--- src/rtl/gnss_macros.svh ---
`ifndef GNSS_MACROS_SVH
`define GNSS_MACROS_SVH

////////////////////
// Channel bank
////////////////////

// Correlator channels in the bank.
`define N_CHANNELS 4

// Samples per integration period.
`define DUMP_LEN 64

////////////////////
// Field widths
////////////////////

`define NCO_W 32
`define ACC_W 16
`define PWR_W 32

// Host bus.
`define APB_AW 8
`define APB_DW 32

`endif

--- src/rtl/gnss_pkg.sv ---
`include "gnss_macros.svh"

package gnss_pkg;

   // Sign/magnitude sample, sign 1 is negative, mag 1 is a value of 3.
   typedef struct packed {
      logic sign;
      logic mag;
   } sample_t;

   // Carrier table entry, one of -1, 0, +1.
   typedef logic signed [1:0] carr_t;

   typedef logic [4:0] prn_t;

   // Two G2 stage numbers, 1 to 10.
   typedef logic [1:0][3:0] tap_pair_t;

   typedef struct packed {
      logic signed [`ACC_W-1:0] i_sum;
      logic signed [`ACC_W-1:0] q_sum;
      logic [`PWR_W-1:0]        power;
      logic                     ready;
      logic                     overrun;
   } chan_res_t;

   // G2 phase selector taps, PRN 1 to 10.
   function automatic tap_pair_t prn_taps(input prn_t prn);
      case (prn)
         5'd2:    prn_taps = {4'd3, 4'd7};
         5'd3:    prn_taps = {4'd4, 4'd8};
         5'd4:    prn_taps = {4'd5, 4'd9};
         5'd5:    prn_taps = {4'd1, 4'd9};
         5'd6:    prn_taps = {4'd2, 4'd10};
         5'd7:    prn_taps = {4'd1, 4'd8};
         5'd8:    prn_taps = {4'd2, 4'd9};
         5'd9:    prn_taps = {4'd3, 4'd10};
         5'd10:   prn_taps = {4'd2, 4'd3};
         // PRN 1 and anything unsupported.
         default: prn_taps = {4'd2, 4'd6};
      endcase
   endfunction

endpackage

--- src/rtl/gnss_ifs.sv ---
`timescale 1ns/1ps
`include "gnss_macros.svh"

// Per-channel configuration from the register block.
interface chan_cfg_if import gnss_pkg::*; ();
   logic              enable;
   logic              restart;
   prn_t              prn;
   logic [`NCO_W-1:0] carr_inc;
   logic [`NCO_W-1:0] code_inc;

   modport regs (output enable, restart, prn, carr_inc, code_inc);
   modport chan (input enable, restart, prn, carr_inc, code_inc);
endinterface


--- src/rtl/ca_code_gen.sv ---
`timescale 1ns/1ps

module ca_code_gen import gnss_pkg::*; (
   input  logic clk,
   input  logic i_rst_n,
   input  logic i_restart,
   input  logic i_advance,
   input  prn_t i_prn,
   output logic o_chip
);

   // Stage numbers match the ICD, stage 1 takes the feedback.
   logic [10:1] g1;
   logic [10:1] g2;
   logic        g1_fb;
   logic        g2_fb;
   tap_pair_t   taps;

   // G1 = 1 + x^3 + x^10.
   assign g1_fb = g1[3] ^ g1[10];

   // G2 = 1 + x^2 + x^3 + x^6 + x^8 + x^9 + x^10.
   assign g2_fb = g2[2] ^ g2[3] ^ g2[6] ^ g2[8] ^ g2[9] ^ g2[10];

   assign taps = prn_taps(i_prn);

   // Logic 1 is chip value -1.
   assign o_chip = g1[10] ^ g2[taps[1]] ^ g2[taps[0]];

   always_ff @(posedge clk or negedge i_rst_n) begin
      if (!i_rst_n) begin
         g1 <= '1;
         g2 <= '1;
      end else if (i_restart) begin
         g1 <= '1;
         g2 <= '1;
      end else if (i_advance) begin
         g1 <= {g1[9:1], g1_fb};
         g2 <= {g2[9:1], g2_fb};
      end
   end

endmodule

--- src/rtl/corr_channel.sv ---
`timescale 1ns/1ps
`include "gnss_macros.svh"

module corr_channel import gnss_pkg::*; (
   input  logic                     clk,
   input  logic                     i_rst_n,
   input  logic                     i_strobe,
   input  sample_t                  i_sample,
   chan_cfg_if.chan                 cfg,
   output logic                     o_dump_valid,
   output logic signed [`ACC_W-1:0] o_i_sum,
   output logic signed [`ACC_W-1:0] o_q_sum
);

   localparam int CNT_W = $clog2(`DUMP_LEN);

   logic [`NCO_W-1:0] carr_phase;
   logic [`NCO_W-1:0] code_phase;
   logic [`NCO_W:0]   code_nxt;
   logic [CNT_W-1:0]  cnt;
   logic              step;
   logic              chip;
   logic signed [2:0] samp_v;
   carr_t             cos_v;
   carr_t             sin_v;
   logic signed [3:0] i_term;
   logic signed [3:0] q_term;

   assign step     = i_strobe & cfg.enable;
   assign code_nxt = {1'b0, code_phase} + {1'b0, cfg.code_inc};

   ca_code_gen u_code (
      .clk       (clk),
      .i_rst_n   (i_rst_n),
      .i_restart (cfg.restart),
      .i_advance (step & code_nxt[`NCO_W]),
      .i_prn     (cfg.prn),
      .o_chip    (chip)
   );

   ////////////////////
   // Wipe-off
   ////////////////////

   always_comb begin
      samp_v = i_sample.mag ? 3'sd3 : 3'sd1;
      if (i_sample.sign)
         samp_v = -samp_v;
      case (carr_phase[`NCO_W-1 -: 2])
         2'd0:    begin cos_v = 2'sd1;  sin_v = 2'sd0;  end
         2'd1:    begin cos_v = 2'sd0;  sin_v = 2'sd1;  end
         2'd2:    begin cos_v = -2'sd1; sin_v = 2'sd0;  end
         default: begin cos_v = 2'sd0;  sin_v = -2'sd1; end
      endcase
      i_term = samp_v * cos_v;
      q_term = -(samp_v * sin_v);
      // Chip of -1 flips both arms.
      if (chip) begin
         i_term = -i_term;
         q_term = -q_term;
      end
   end

   ////////////////////
   // Accumulate and dump
   ////////////////////

   always_ff @(posedge clk or negedge i_rst_n) begin
      if (!i_rst_n) begin
         carr_phase   <= '0;
         code_phase   <= '0;
         cnt          <= '0;
         o_dump_valid <= 1'b0;
         o_i_sum      <= '0;
         o_q_sum      <= '0;
      end else if (cfg.restart) begin
         carr_phase   <= '0;
         code_phase   <= '0;
         cnt          <= '0;
         o_dump_valid <= 1'b0;
         o_i_sum      <= '0;
         o_q_sum      <= '0;
      end else begin
         o_dump_valid <= 1'b0;
         // Sums stay valid for the dump cycle only.
         if (o_dump_valid) begin
            o_i_sum <= '0;
            o_q_sum <= '0;
         end
         if (step) begin
            carr_phase <= carr_phase + cfg.carr_inc;
            code_phase <= code_nxt[`NCO_W-1:0];
            o_i_sum    <= o_i_sum + `ACC_W'(i_term);
            o_q_sum    <= o_q_sum + `ACC_W'(q_term);
            cnt        <= cnt + 1'b1;
            if (cnt == CNT_W'(`DUMP_LEN - 1))
               o_dump_valid <= 1'b1;
         end
      end
   end

endmodule

--- src/flat_wrapper.sv ---
// flat-port wrapper written by rule: the top's interface ports become plain ports
module corr_channel_flat import gnss_pkg::*;
  (clk, i_rst_n, i_strobe, i_sample, o_dump_valid, o_i_sum, o_q_sum, cfg_enable, cfg_restart, cfg_prn, cfg_carr_inc, cfg_code_inc);
  chan_cfg_if cfg_i ();
  input  logic clk;
  input  logic i_rst_n;
  input  logic i_strobe;
  input  sample_t i_sample;
  output logic o_dump_valid;
  output logic signed [`ACC_W-1:0] o_i_sum;
  output logic signed [`ACC_W-1:0] o_q_sum;
  input wire logic [$bits(cfg_i.enable)-1:0] cfg_enable;
  input wire logic [$bits(cfg_i.restart)-1:0] cfg_restart;
  input wire logic [$bits(cfg_i.prn)-1:0] cfg_prn;
  input wire logic [$bits(cfg_i.carr_inc)-1:0] cfg_carr_inc;
  input wire logic [$bits(cfg_i.code_inc)-1:0] cfg_code_inc;
  assign cfg_i.enable = cfg_enable;
  assign cfg_i.restart = cfg_restart;
  assign cfg_i.prn = cfg_prn;
  assign cfg_i.carr_inc = cfg_carr_inc;
  assign cfg_i.code_inc = cfg_code_inc;
  corr_channel u_core (.clk(clk), .i_rst_n(i_rst_n), .i_strobe(i_strobe), .i_sample(i_sample), .cfg(cfg_i), .o_dump_valid(o_dump_valid), .o_i_sum(o_i_sum), .o_q_sum(o_q_sum));
endmodule
--- config.mk ---
export PLATFORM = sky130hd
export DESIGN_NAME = corr_channel_flat
export DESIGN_NICKNAME = d
export VERILOG_FILES = /design/src/rtl/gnss_pkg.sv /design/src/rtl/gnss_ifs.sv /design/src/rtl/ca_code_gen.sv /design/src/rtl/corr_channel.sv /design/src/flat_wrapper.sv
export VERILOG_INCLUDE_DIRS = /design/src /design/src/rtl
export SDC_FILE = /design/constraint.sdc
export NUM_CORES = 1
export LEC_CHECK = 0
export BUFFER_PORTS_ARGS = -buffer_cell sky130_fd_sc_hd__buf_4
export CAP_MARGIN = 20
export CORE_MARGIN = 10
export CORE_UTILIZATION = 48
export DETAILED_ROUTE_END_ITERATION = 7
export PLACE_DENSITY = 0.76
export SLEW_MARGIN = 10
export SYNTH_ARGS = -nofsm -noshare
export SYNTH_HDL_FRONTEND = slang
export SYNTH_SLANG_ARGS = --single-unit
--- constraint.sdc ---
create_clock -name clk -period 12.25 [get_ports clk]
set_input_delay 1.225 -clock clk [delete_from_list [all_inputs] [get_ports clk]]
set_output_delay 1.225 -clock clk [all_outputs]
set_load 0.01 [all_outputs]
==> impl_metrics.py <==
metrics = {
    "worst_setup_path": {
        "required_ns": 12.54,
        "worstSetupStartpoint": "cfg_prn[3]",
        "crit_end": "u_core.o_q_sum[15]",
        "reg2reg_slack_ns": 7.51,
        "r2r-end": "u_core.o_i_sum[14]",
        "path_max_fanout": 15,
        "start_kind": "input port",
        "arrival_ns": 5.65,
        "r2r-start": "u_core.carr_phase[30]",
        "end_kind": "flop",
        "critical_path_class": "in2reg",
        "ff2ff_path_depth": 19,
    },
    "die": {
        "die-area_sq_um": 26140,
        "die_height_um": 161.7,
        "coreArea_sq_um": 19590,
        "io_pins": 109,
        "die_width_um": 161.7,
        "start_util_pct": 49.19,
        "rows": 51,
    },
    "cts": {
        "cts_buffer_depth": 2,
        "clk_pin_slew_ns": 0.06,
        "cts_root_buf": "clkbuf_16",
        "h-tree-depth": 4,
        "cts_sinks": 123,
        "post-cts-setup-buffers": 0,
        "clk_latency_ns": 0.42,
        "ctsHoldBuffers": 0,
        "cts_tree": "built",
        "numCtsBuffers": 17,
        "cts-resized-gates": 0,
    },
    "synth": {
        "synth_top_cell_area_share_pct": 26.75,
        "async_flop_share_pct": 100.0,
        "netlist_instances": 1094,
        "ys_ff_latch": 123,
        "yosysSeqAreaShare_pct": 32.20,
        "yosys_most_used_dff": "dfrtp_1",
        "synth_top_area_cell": "dfrtp_1",
        "synth_area_leaders": "dfrtp_1 (27%), ha_1 (13%), nand2_1 (6.1%)",
        "syn_nets": 1278,
        "syn_area_sq_um": 9635,
        "synth.distinct_cells": 72,
        "syn_avg_cell_area_sq_um": 8.808,
        "synth_edf_count": 0,
        "ys_warn_count": 0,
    },
    "grt": {
        "grt_pass1_vias": 8209,
        "grt_start_max_net_pins": 75,
        "grt_use_total_pct": 17.33,
        "grt-ovfl-total": 0,
        "grt_first_pass_wirelength_um": 38660,
        "antenna_found_initial": 0,
    },
    "sta": {
        "setup_viol": 0,
        "relSlewSlack_pct": 34.03,
        "slew_violations": 0,
        "fin_crit_sh_pct": 43.79,
        "final.min_clock_period_ns": 5.364,
        "setup_tns_ns": 0,
        "tightest_slew_ns": 0.9895,
        "finalClockSkew_ns": 0.01610,
        "max_freq_mhz": 186.4,
        "rsz0062_at_grt": "no",
        "finalHoldViolCount": 0,
        "hold_slack_ns": 0.4744,
    },
    "route": {
        "detailroute.via_count": 8241,
        "drtAntennaViolNets": 0,
        "wire_per_inst_um": 15.61,
        "routed_wirelength_um": 22940,
        "drcViolationCount": 0,
        "dr.first_iter.drc_count": 419,
        "drt_pass1_iterations": 5,
        "viasPerCell": 5.606,
    },
    "finish": {
        "layout_commonest_cell": "nand2_1",
        "multiInputGateArea_sq_um": 6269,
        "fin_nets": 1376,
        "syn2layout_area_growth_pct": 16.63,
        "insertedDiodeCount": 0,
        "layoutNonFillerInstCount": 1470,
        "drive_above_1_share_pct": 15.93,
        "final_cell_mix": "nand2_1 (156), buf_4 (116), a21oi_1 (114)",
        "regArea_sq_um": 3103,
        "n_fill_cell": 1737,
    },
    "place": {
        "dp.cells": 1437,
        "dp_hpwl_um": 16520,
        "port_buffers": 108,
        "gp_congestion": 0.9060,
    },
    "pwr": {
        "power.leakage_nw": 5.448,
        "peakVddDrop_mv": 0.09995,
        "power_density_nw_per_um2": 129.4,
    },
    "run_status": {
        "outcome": "complete, no violations",
    },
    "job": {
        "maxCapViolations": 0,
    },
    "min_path": {
        "min_path_type": "reg2reg",
    },
}
-- flip-flops by register name, summed over array words and instances (netlist names) --
| signal | count |
|---|---|
| u_core.u_code.g1 | 10 |
| u_core.o_dump_valid | 1 |
| u_core.cnt | 6 |
| u_core.o_q_sum | 16 |
| u_core.u_code.g2 | 10 |
| u_core.code_phase | 32 |
| u_core.o_i_sum | 16 |
| u_core.carr_phase | 32 |
-- through the flow --
step	worst slack (ns)	util, %	instance area (sq um)	total power, mW
CTS	6.238	57.33	11230	1.464
global placement	6.013	54.53	10680	0.9712
floorplan	6.627	-	9635	0.8510
global route	6.452	57.37	11240	1.556
detailed placement	5.855	54.53	10680	0.9860
finish	6.886	57.37	11240	1.455
-- power by group --
group,switching (mW),leakage (nW),internal [mW]
logic,0.278,3.58,0.237
registers,0.0281,1.61,0.440
clock network,0.188,0.259,0.283
total,0.495,5.45,0.960
-- cell families (layout without fill, tap and decap cells) --
logic type      Yosys count  after routing  share of synthesized area (%)
compound gates          362            362                          24.72
simple gates            326            326                          15.79
flops                   123            123                          32.20
fa+ha+maj               108            108                          14.41
xor+xnor                104            104                          9.752
buf+inv                  68            179                          2.805
mux                       3              3                         0.3117
-- synth_stat cells (5+ instances only) --
master / n
nand2_1: 156
a21oi_1: 114
dfrtp_1: 103
ha_1: 103
o21ai_0: 71
nor2_1: 55
xnor2_1: 53
xor2_1: 48
a21o_1: 46
inv_1: 31
clkbuf_1: 27
o22a_1: 21
dfstp_2: 20
a211oi_1: 16
nand3_1: 16
nor3_1: 16
and2_1: 14
a22o_1: 11
o21bai_1: 11
a31oi_1: 10
nor2b_1: 10
and3_1: 9
a31o_2: 7
nand2b_1: 7
nand3b_1: 7
o21a_1: 7
or2_2: 7
buf_2: 6
nand4_1: 6
o31ai_1: 6
fa_1: 5
or3_1: 5
-- layout make-up --
cell class | instances | share of cell area, %
Multi-Input combinational cell | 903 | 55.78
Sequential cell | 123 | 27.61
Timing Repair Buffer | 116 | 7.749
Clock buffer | 21 | 4.008
Tap cell | 265 | 2.950
Inverter | 31 | 1.035
Clock inverter | 11 | 0.8684
-- metal layers --
| metal | wire length [um] | track usage [%] | up-vias | share of wire, % |
|---|---|---|---|---|
| met5 | 0 | 0 | - | 0 |
| met4 | 292 | 4.880 | 0 | 1.3 |
| met3 | 987 | 3.691 | 21 | 4.3 |
| met2 | 11150 | 29.21 | 147 | 49 |
| met1 | 10510 | 21.92 | 3911 | 46 |
| li1 | - | - | 4162 | - |
-- how the worst min path moves through the flow --
stage,endpoint,depth (start not counted),slack [ns],startpoint
floorplan,u_core.carr_phase[29],2,0.45,u_core.carr_phase[29]
global placement,u_core.o_i_sum[15],1,0.46,u_core.o_i_sum[15]
detailed placement,u_core.o_i_sum[15],1,0.47,u_core.o_i_sum[15]
CTS,u_core.o_i_sum[15],1,0.48,u_core.o_i_sum[15]
global route,u_core.o_i_sum[15],1,0.50,u_core.o_i_sum[15]
finish,u_core.o_i_sum[15],1,0.47,u_core.o_i_sum[15]
-- critical path: stages --
cell	delay, ns
buf_4	0.16
nor2_1	0.26
mux2i_1	0.19
or3b_1	0.37
a21boi_1	0.22
a21oi_1	0.11
xor2_2	0.22
nor2_1	0.26
xor2_1	0.34
ha_1	0.33
a21oi_1	0.15
o22ai_1	0.11
o41a_1	0.37
a211o_1	0.27
a21oi_1	0.22
o21bai_1	0.12
a211oi_1	0.26
xnor3_1	0.28
nand3b_1	0.09
o211ai_1	0.09
Note: power is estimated with default switching activity, not from simulation.
