<file path="src/rtl/gnss_macros.svh">
`ifndef GNSS_MACROS_SVH
`define GNSS_MACROS_SVH

////////////////////
// Channel bank
////////////////////

// Correlator channels in the bank.
`define N_CHANNELS 4

// Samples per integration period.
`define DUMP_LEN 64

////////////////////
// Field widths
////////////////////

`define NCO_W 32
`define ACC_W 16
`define PWR_W 32

// Host bus.
`define APB_AW 8
`define APB_DW 32

`endif

</file>
<file path="src/rtl/gnss_pkg.sv">
`include "gnss_macros.svh"

package gnss_pkg;

   // Sign/magnitude sample, sign 1 is negative, mag 1 is a value of 3.
   typedef struct packed {
      logic sign;
      logic mag;
   } sample_t;

   // Carrier table entry, one of -1, 0, +1.
   typedef logic signed [1:0] carr_t;

   typedef logic [4:0] prn_t;

   // Two G2 stage numbers, 1 to 10.
   typedef logic [1:0][3:0] tap_pair_t;

   typedef struct packed {
      logic signed [`ACC_W-1:0] i_sum;
      logic signed [`ACC_W-1:0] q_sum;
      logic [`PWR_W-1:0]        power;
      logic                     ready;
      logic                     overrun;
   } chan_res_t;

   // G2 phase selector taps, PRN 1 to 10.
   function automatic tap_pair_t prn_taps(input prn_t prn);
      case (prn)
         5'd2:    prn_taps = {4'd3, 4'd7};
         5'd3:    prn_taps = {4'd4, 4'd8};
         5'd4:    prn_taps = {4'd5, 4'd9};
         5'd5:    prn_taps = {4'd1, 4'd9};
         5'd6:    prn_taps = {4'd2, 4'd10};
         5'd7:    prn_taps = {4'd1, 4'd8};
         5'd8:    prn_taps = {4'd2, 4'd9};
         5'd9:    prn_taps = {4'd3, 4'd10};
         5'd10:   prn_taps = {4'd2, 4'd3};
         // PRN 1 and anything unsupported.
         default: prn_taps = {4'd2, 4'd6};
      endcase
   endfunction

endpackage

</file>
<file path="src/rtl/sample_feed.sv">
`timescale 1ns/1ps

module sample_feed import gnss_pkg::*; (
   input  logic    clk,
   input  logic    i_rst_n,
   input  logic    i_clk_sample,
   input  logic    i_sample_sign,
   input  logic    i_sample_mag,
   output logic    o_strobe,
   output sample_t o_sample
);

   // Two sync stages, then one more for the edge detect.
   logic [2:0] clk_sync;
   sample_t    d_sync1;
   sample_t    d_sync2;
   logic       edge_det;

   assign edge_det = clk_sync[1] & ~clk_sync[2];

   always_ff @(posedge clk or negedge i_rst_n) begin
      if (!i_rst_n) begin
         clk_sync <= '0;
         o_strobe <= 1'b0;
      end else begin
         clk_sync <= {clk_sync[1:0], i_clk_sample};
         o_strobe <= edge_det;
      end
   end

   // Data follows the same two stages so it lines up with the edge.
   always_ff @(posedge clk) begin
      d_sync1 <= '{sign: i_sample_sign, mag: i_sample_mag};
      d_sync2 <= d_sync1;
      if (edge_det)
         o_sample <= d_sync2;
   end

endmodule

</file>
<file path="config.mk">
export PLATFORM = sky130hd
export DESIGN_NAME = sample_feed
export DESIGN_NICKNAME = d
export VERILOG_FILES = /design/src/rtl/gnss_pkg.sv /design/src/rtl/sample_feed.sv
export VERILOG_INCLUDE_DIRS = /design/src /design/src/rtl
export SDC_FILE = /design/constraint.sdc
export NUM_CORES = 1
export LEC_CHECK = 0
export BUFFER_PORTS_ARGS = -buffer_cell sky130_fd_sc_hd__buf_2
export CAP_MARGIN = 10
export CORE_AREA = 3 3 40 42
export CTS_CLUSTER_DIAMETER = 60
export DETAILED_ROUTE_END_ITERATION = 10
export DIE_AREA = 0 0 43 45
export GPL_ROUTABILITY_DRIVEN = 0
export SYNTH_ARGS = -nofsm -noshare
export SYNTH_HDL_FRONTEND = slang
export SYNTH_SLANG_ARGS = --single-unit
</file>
<file path="constraint.sdc">
create_clock -name clk -period 2.25 [get_ports clk]
set_clock_uncertainty 0.2 [all_clocks]
set_input_delay 0.45 -clock clk [delete_from_list [all_inputs] [get_ports clk]]
set_output_delay 0.45 -clock clk [all_outputs]
set_load 0.005 [all_outputs]
</file>
==> results of run 1 <==
==> cell usage after synthesis, drive strengths merged <==
cell and number:
dfrtp 4, dfxtp 4, edfxtp 2, nor2b 1
==> power by group through the flow <==
stage / Combinational, uW / Sequential [uW] / Clock [uW]
after floorplan: 2.04 / 199 / 0
after detailed placement: 9.41 / 200 / 0
after CTS: 10.9 / 196 / 161
final: 10.5 / 196 / 155
after global routing: 12.0 / 197 / 170
after global placement: 8.92 / 199 / 0
==> cells by family (layout without fill, tap and decap cells) <==
logic type / count (synthesis) / after routing / share of synthesized area [%]
buffers and inverters: 0 / 12 / 0
flip-flops: 10 / 10 / 94.6
AND/OR/NAND/NOR: 1 / 1 / 5.42
==> cell type report <==
cell class	count	area share [%]
tap	15	5.30
clock buffer	4	10.2
sequential	10	67.8
timing repair buffer	8	12.7
multi-input combinational	1	3.89
==> state kept, by name (all words and copies together) (netlist names) <==
name / count
d_sync1: 2
d_sync2: 2
clk_sync: 3
o_strobe: 1
o_sample: 2
==> layer usage <==
| metal | track usage, % | up-vias |
|---|---|---|
| li1 | - | 59 |
| met1 | 4.23 | 55 |
| met2 | 6.59 | 8 |
| met3 | 2.39 | 0 |
| met4 | 7.23 | 0 |
| met5 | 0 | - |
==> worst max-delay path by stage <==
stage	startpoint	endpoint	slack, ps	cells after the start
finish	o_sample[0]	o_sample[0]	850	1
global route	o_sample[0]	o_sample[0]	810	1
CTS	o_sample[0]	o_sample[0]	830	1
detailed placement	o_sample[0]	o_sample[0]	1120	1
global placement	o_sample[1]	o_sample[1]	1140	1
floorplan	o_sample[0]	o_sample[0]	1240	0
==> stage by stage <==
stage	setup WS [ps]	cells
after CTS	832	38
final	848	38
after global routing	808	38
after detailed placement	1120	33
after floorplan	1240	11
after global placement	1140	33
==> results.tsv, run 1 <==
stage	metric	value	unit
cells_and_area	final cell utilization of the core	27.6	%
critical_path	worst setup slack for register-to-register paths	1240	ps
drt	starting DRC count in detailed routing	1	
floorplanning	num ports	8	
synthesis	sequential-to-total area share from yosys stat	94.6	%
synthesis	Cell Area, Synth	254	um2
critical_path	worst reg2reg endpoint	o_sample[1]	
pwr	power density normalized to cell area	1020	nW/um2
drt	via count	122	
critical_path	reg-to-reg startpoint	clk_sync[2]	
timing	shortest clock period the worst path allows after layout	1400	ps
critical_path	cells along the critical path	buf_2	
critical_path	FF-to-FF path depth	1	
floorplanning	effective utilization at floorplan	19.8	%
pwr	total net switching power	63.5	uW
drt	met2 wire length	161	um
cells_and_area	fin nets	29	
critical_path	CP max stage delay	360	ps
synthesis	register bit total from synthesis	10	
min_path	Worst Min Path Start	i_sample_mag	
drt	Routed Antenna Nets	0	
critical_path	required arrival time at the worst endpoint	1600	ps
run	# Max-Cap Violations	0	
cells_and_area	total area of multi-input combinational cells	13.8	um2
drt	highest routing layer actually used	met3	
clocking	total clock buffers created by CTS	3	
synthesis	synthesized netlist net count	16	
grt	wire length of the first global-routing pass	572	um
synthesis	area share of the largest cell type after synthesis	39.4	%
pwr	share of power burned in the clock network	42.9	%
clocking	clock-pin slew of the registers on the worst-case setup and hold paths	60	ps
pwr	combinational share of power	2.9	%
critical_path	worst path buffer plus inverter count	1	
placed_design	area post-placement	308	um2
critical_path	arrival time at the worst endpoint	750	ps
critical_path	family of cells with the greatest summed delay on the critical path	flip-flops	
cells_and_area	commonest cells after routing, fill and taps aside	sky130_fd_sc_hd__buf_2, sky130_fd_sc_hd__dfrtp_1, sky130_fd_sc_hd__dfxtp_1, sky130_fd_sc_hd__clkbuf_4, sky130_fd_sc_hd__edfxtp_1	
floorplanning	floorplan row count	13	
timing	slew margin rel.	93.4	%
floorplanning	die area	1940	um2
pwr	Leak Pwr	0.000161	uW
cells_and_area	layout-stage area growth over the synthesis result	39.4	%
clocking	CTS Sinks	10	
grt	vias in the first global route	132	
drt	routed metal-1 wirelength	128	um
timing	RSZ-0062 raised after global routing	false	
drt	drc violations	0	
clocking	largest buffer count on any clock path	2	
min_path	cell depth of the worst hold path	1	
synthesis	synth top area cells	sky130_fd_sc_hd__dfrtp_1, sky130_fd_sc_hd__dfxtp_1, sky130_fd_sc_hd__edfxtp_1, sky130_fd_sc_hd__nor2b_4	
critical_path	highest fanout seen on the critical path	1	
floorplanning	die extent in y	45	um
timing	Max Fclk	713	MHz
pwr	internal power component	297	uW
clocking	root buf cell	sky130_fd_sc_hd__clkbuf_4	
run_status	result of the run	complete, no violations	
pwr	Net Sw Frac	17.6	%
clocking	postcts setup bufs	0	
synthesis	Warnings, synthesis	0	
timing	hold violation total from the final report	0	
clocking	total of cells resized after clock tree synthesis	0	
pwr	total power consumption of the routed design	361	uW
cells_and_area	proportion of layout cells with a drive suffix above 1	52.2	%
timing	final setup TNS	0	ps
drt	total length of routed wires	339	um
placed_design	Port Buffers	7	
critical_path	worst-path cell with the longest stage delay	sky130_fd_sc_hd__edfxtp_1	
grt	Global Route Usage Sum	4.80	%
synthesis	Synth Area per Inst	23.1	um2
critical_path	class of the most critical setup path	reg -> out	
drt	Pre-Repair DR Iteration Count	2	
timing	final worst path period share	62.3	%
clocking	H-tree depth	1	
cells_and_area	Filler Cells Inserted	132	
grt	total global routing overflow	0	
cells_and_area	most common library cell in the layout ignoring fill and taps	sky130_fd_sc_hd__buf_2	
grt	pin count of the biggest net entering global routing	7	
timing	slew at the pin closest to its max-slew limit	99.0	ps
floorplanning	Die X-Extent	43	um
grt	number of antenna violations at the first check in global routing	0	
cells_and_area	Reg area	240	um2
synthesis	biggest area consumer among synthesized cells	sky130_fd_sc_hd__dfrtp_1	
synthesis	gate count after technology mapping	11	
floorplanning	Floorplan Core Area	1280	um2
cells_and_area	ant diodes	0	
clocking	number of hold buffers added after CTS	1	
drt	Routed wire per std cell	8.92	um
critical_path	critical path startpoint category	flop	
clocking	CTS tree	yes	
timing	worst-case hold slack	91.0	ps
clocking	clock latency of the later-clocked register in the worst-skew pair	250	ps
min_path	class of the worst hold path	in -> reg	
pwr	worst supply voltage drop on vdd	249	uV
critical_path	Critical Path Sink Type	output port	
min_path	worst hold path endpoint	d_sync1[0]	
drt	met3 routed wirelength	48	um
timing	Final Max Slew Viols	0	
pwr	proportion of power drawn by flip-flops and latches	54.2	%
timing	number of failing setup endpoints in the final timing report	0	
drt	Via-to-Cell Ratio	3.21	
synthesis	post-synthesis cell type count	4	
cells_and_area	post-route cell area	354	um2
Note: power is estimated with default switching activity, not from simulation.
==> inputs of run 2 (changes only) <==
- ABC_AREA: default -> 1
- clock period: 2.25 -> 1.3 ns (I/O delays scaled with it)
==> run 2 against run 1 <==
Net effect: combinational power rose by 130%; sequential power increased by 73%; non-clock buffer count rose by 3; first-iteration DRC count did not move; die area is the same; global-route usage grew 0.27 points; sequential share of layout area decreased by 2.3 points; via count grew 11%.
==> results.tsv, run 2 <==
stage	metric	value	unit	change
run_status	result of the run	complete, no violations		
timing	RSZ-0062 raised after global routing	false		
critical_path	worst-path cell with the longest stage delay	sky130_fd_sc_hd__edfxtp_1		
cells_and_area	layout-stage area growth over the synthesis result	46.5	%	
critical_path	reg-to-reg startpoint	clk_sync[2]		
floorplanning	num ports	8		unchanged
clocking	CTS tree	yes		
critical_path	critical path startpoint category	flop		
floorplanning	floorplan row count	13		unchanged
cells_and_area	most common library cell in the layout ignoring fill and taps	sky130_fd_sc_hd__buf_2		
timing	Max Fclk	839	MHz	
critical_path	FF-to-FF path depth	1		unchanged
synthesis	predominant post-synthesis flop cell	sky130_fd_sc_hd__dfxtp_1		
drt	Via-to-Cell Ratio	3.32		+3.3%
timing	slew margin rel.	90.5	%	-2.9 points
critical_path	family of cells with the greatest summed delay on the critical path	flip-flops		
placed_design	area post-placement	304	um2	-1.2%
synthesis	sequential-to-total area share from yosys stat	96.0	%	+1.4 points
floorplanning	die area	1940	um2	unchanged
synthesis	post-synthesis cell type count	5		+1
timing	Final Max Slew Viols	0		unchanged
critical_path	worst path buffer plus inverter count	1		unchanged
timing	worst-case hold slack	126	ps	+34.8 ps
critical_path	Critical Path Sink Type	output port		
timing	final setup TNS	0	ps	unchanged
critical_path	arrival time at the worst endpoint	730	ps	-20 ps
grt	wire length of the first global-routing pass	593	um	+3.7%
grt	pin count of the biggest net entering global routing	6		-1
pwr	Leak Pwr	0.000167	uW	+3.3%
synthesis	Synth Area per Inst	20.9	um2	-9.7%
clocking	root buf cell	sky130_fd_sc_hd__clkbuf_4		
drt	via count	136		+11%
timing	slew at the pin closest to its max-slew limit	142	ps	+43.3 ps
clocking	CTS Sinks	10		unchanged
critical_path	CP max stage delay	350	ps	about the same
critical_path	end point of the critical path	o_sample[1]		
timing	least setup slack across all paths after layout	108	ps	-739 ps
synthesis	area share of the largest cell type after synthesis	40.0	%	+0.59 points
clocking	number of hold buffers added after CTS	4		+3
cells_and_area	Largest register FFs	3		unchanged
cells_and_area	proportion of layout cells with a drive suffix above 1	42.3	%	-9.9 points
drt	starting DRC count in detailed routing	1		unchanged
synthesis	Cell Area, Synth	250	um2	-1.5%
synthesis	biggest area consumer among synthesized cells	sky130_fd_sc_hd__dfrtp_1		
timing	number of failing setup endpoints in the final timing report	0		unchanged
drt	drc violations	0		unchanged
clocking	clock latency of the later-clocked register in the worst-skew pair	250	ps	about the same
clocking	total of cells resized after clock tree synthesis	0		unchanged
drt	Routed wire per std cell	8.05	um	-9.8%
placed_design	Port Buffers	7		unchanged
synthesis	share of async-settable or async-resettable flops after synthesis	40.0	%	unchanged
floorplanning	die extent in y	45	um	unchanged
synthesis	synth top area cells	sky130_fd_sc_hd__dfrtp_1, sky130_fd_sc_hd__dfxtp_1, sky130_fd_sc_hd__edfxtp_1, sky130_fd_sc_hd__nor2_2, sky130_fd_sc_hd__inv_1		
critical_path	worst reg2reg endpoint	o_sample[0]		
synthesis	synth cell count leaders	sky130_fd_sc_hd__dfrtp_1, sky130_fd_sc_hd__dfxtp_1, sky130_fd_sc_hd__edfxtp_1, sky130_fd_sc_hd__inv_1, sky130_fd_sc_hd__nor2_2		
cells_and_area	ant diodes	0		unchanged
synthesis	Post-synth EDFFs	2		unchanged
pwr	worst supply voltage drop on vdd	582	uV	+130%
cells_and_area	post-route cell area	367	um2	+3.5%
cells_and_area	fin nets	33		+14%
synthesis	Warnings, synthesis	0		unchanged
clocking	largest buffer count on any clock path	2		unchanged
cells_and_area	commonest cells after routing, fill and taps aside	sky130_fd_sc_hd__buf_2, sky130_fd_sc_hd__dfrtp_1, sky130_fd_sc_hd__dfxtp_1, sky130_fd_sc_hd__dlygate4sd3_1, sky130_fd_sc_hd__clkbuf_4		
timing	final worst path period share	91.7	%	
critical_path	cells along the critical path	buf_2		
grt	met2 GRT Util	6.59	%	unchanged
critical_path	class of the most critical setup path	reg -> out		
cells_and_area	most flop-heavy register	clk_sync		
timing	shortest clock period the worst path allows after layout	1190	ps	
critical_path	Critical Path Start	o_sample[1]		
clocking	H-tree depth	1		unchanged
run	# Max-Cap Violations	0		unchanged
drt	total length of routed wires	330	um	-2.7%
clocking	clock-pin slew of the registers on the worst-case setup and hold paths	60	ps	about the same
clocking	total clock buffers created by CTS	3		unchanged
synthesis	gate count after technology mapping	12		+1
critical_path	Critical Path Stages	1		unchanged
floorplanning	effective utilization at floorplan	19.5	%	-0.29 points
clocking	postcts setup bufs	0		unchanged
grt	Global Route Usage Sum	5.07	%	+0.27 points
drt	Pre-Repair DR Iteration Count	2		unchanged
synthesis	synthesized netlist net count	17		+1
synthesis	register bit total from synthesis	10		unchanged
grt	total global routing overflow	0		unchanged
pwr	power density normalized to cell area	1510	nW/um2	+48%
grt	layer carrying the most global-route usage	met2		
floorplanning	Floorplan Core Area	1280	um2	unchanged
grt	GRT met1 Usage	3.77	%	-0.46 points
placed_design	Setup WS pre-CTS	275	ps	-843 ps
floorplanning	Die X-Extent	43	um	unchanged
drt	Routed Antenna Nets	0		unchanged
timing	hold violation total from the final report	0		unchanged
grt	number of antenna violations at the first check in global routing	0		unchanged
min_path	class of the worst hold path	reg -> reg		
grt	vias in the first global route	148		+12%
critical_path	highest fanout seen on the critical path	1		unchanged
critical_path	required arrival time at the worst endpoint	840	ps	-760 ps
critical_path	worst setup slack for register-to-register paths	280	ps	-960 ps
grt	global routing usage on met3	5.58	%	+3.2 points
-- run 2: changes by cell type after synthesis, sizes merged --
cell	previous run	this run
inv	0	1
nor2	0	1
nor2b	1	0
-- run 2: per-stage QoR --
| stage | util (%) | cells | power (uW) |
|---|---|---|---|
| floorplan | - | 12 | 347 |
| global placement | 23.7 | 34 | 358 |
| detailed placement | 23.7 | 34 | 360 |
| CTS | 28.5 | 41 | 568 |
| global route | 28.5 | 41 | 591 |
| finish | 28.5 | 41 | 553 |
-- run 2: metal layers --
metal / share of wire (%) / wire length, um
met1: 38 / 127
met2: 47 / 155
met3: 14 / 46
met4: 0 / 0
met5: 0 / 0
-- run 2: logic make-up (layout without fill, tap and decap cells) --
family | after synthesis | after routing | share of synthesized area [%]
buffers and inverters | 1 | 15 | 1.50
AND/OR/NAND/NOR | 1 | 1 | 2.50
flip-flops | 10 | 10 | 96.0
-- run 2: how the worst min path moves through the flow --
stage	startpoint	end	slack [ps]	depth (start not counted)
global route	i_rst_n	clk_sync[0]	130	2
global placement	i_rst_n	o_strobe	-140	1
detailed placement	i_rst_n	clk_sync[2]	-130	1
floorplan	i_rst_n	clk_sync[0]	-240	0
CTS	i_rst_n	clk_sync[0]	120	2
finish	d_sync1[0]	d_sync2[0]	130	0
-- run 2: cell type report --
cell class / instances / area [um2]
Timing Repair Buffer: 11 / 75.1
Sequential cell: 10 / 240
Fill cell: 125 / 918
Clock buffer: 3 / 22.5
Multi-Input combinational cell: 1 / 6.26
Tap cell: 15 / 18.8
Inverter: 1 / 3.75
-- run 2: power breakdown --
part	total, uW	leakage, uW	switching [uW]	internal (uW)
clock	191	0.0000138	85.1	106
sequential	339	0.000100	4.35	334
combinational	23.9	0.0000523	8.51	15.4
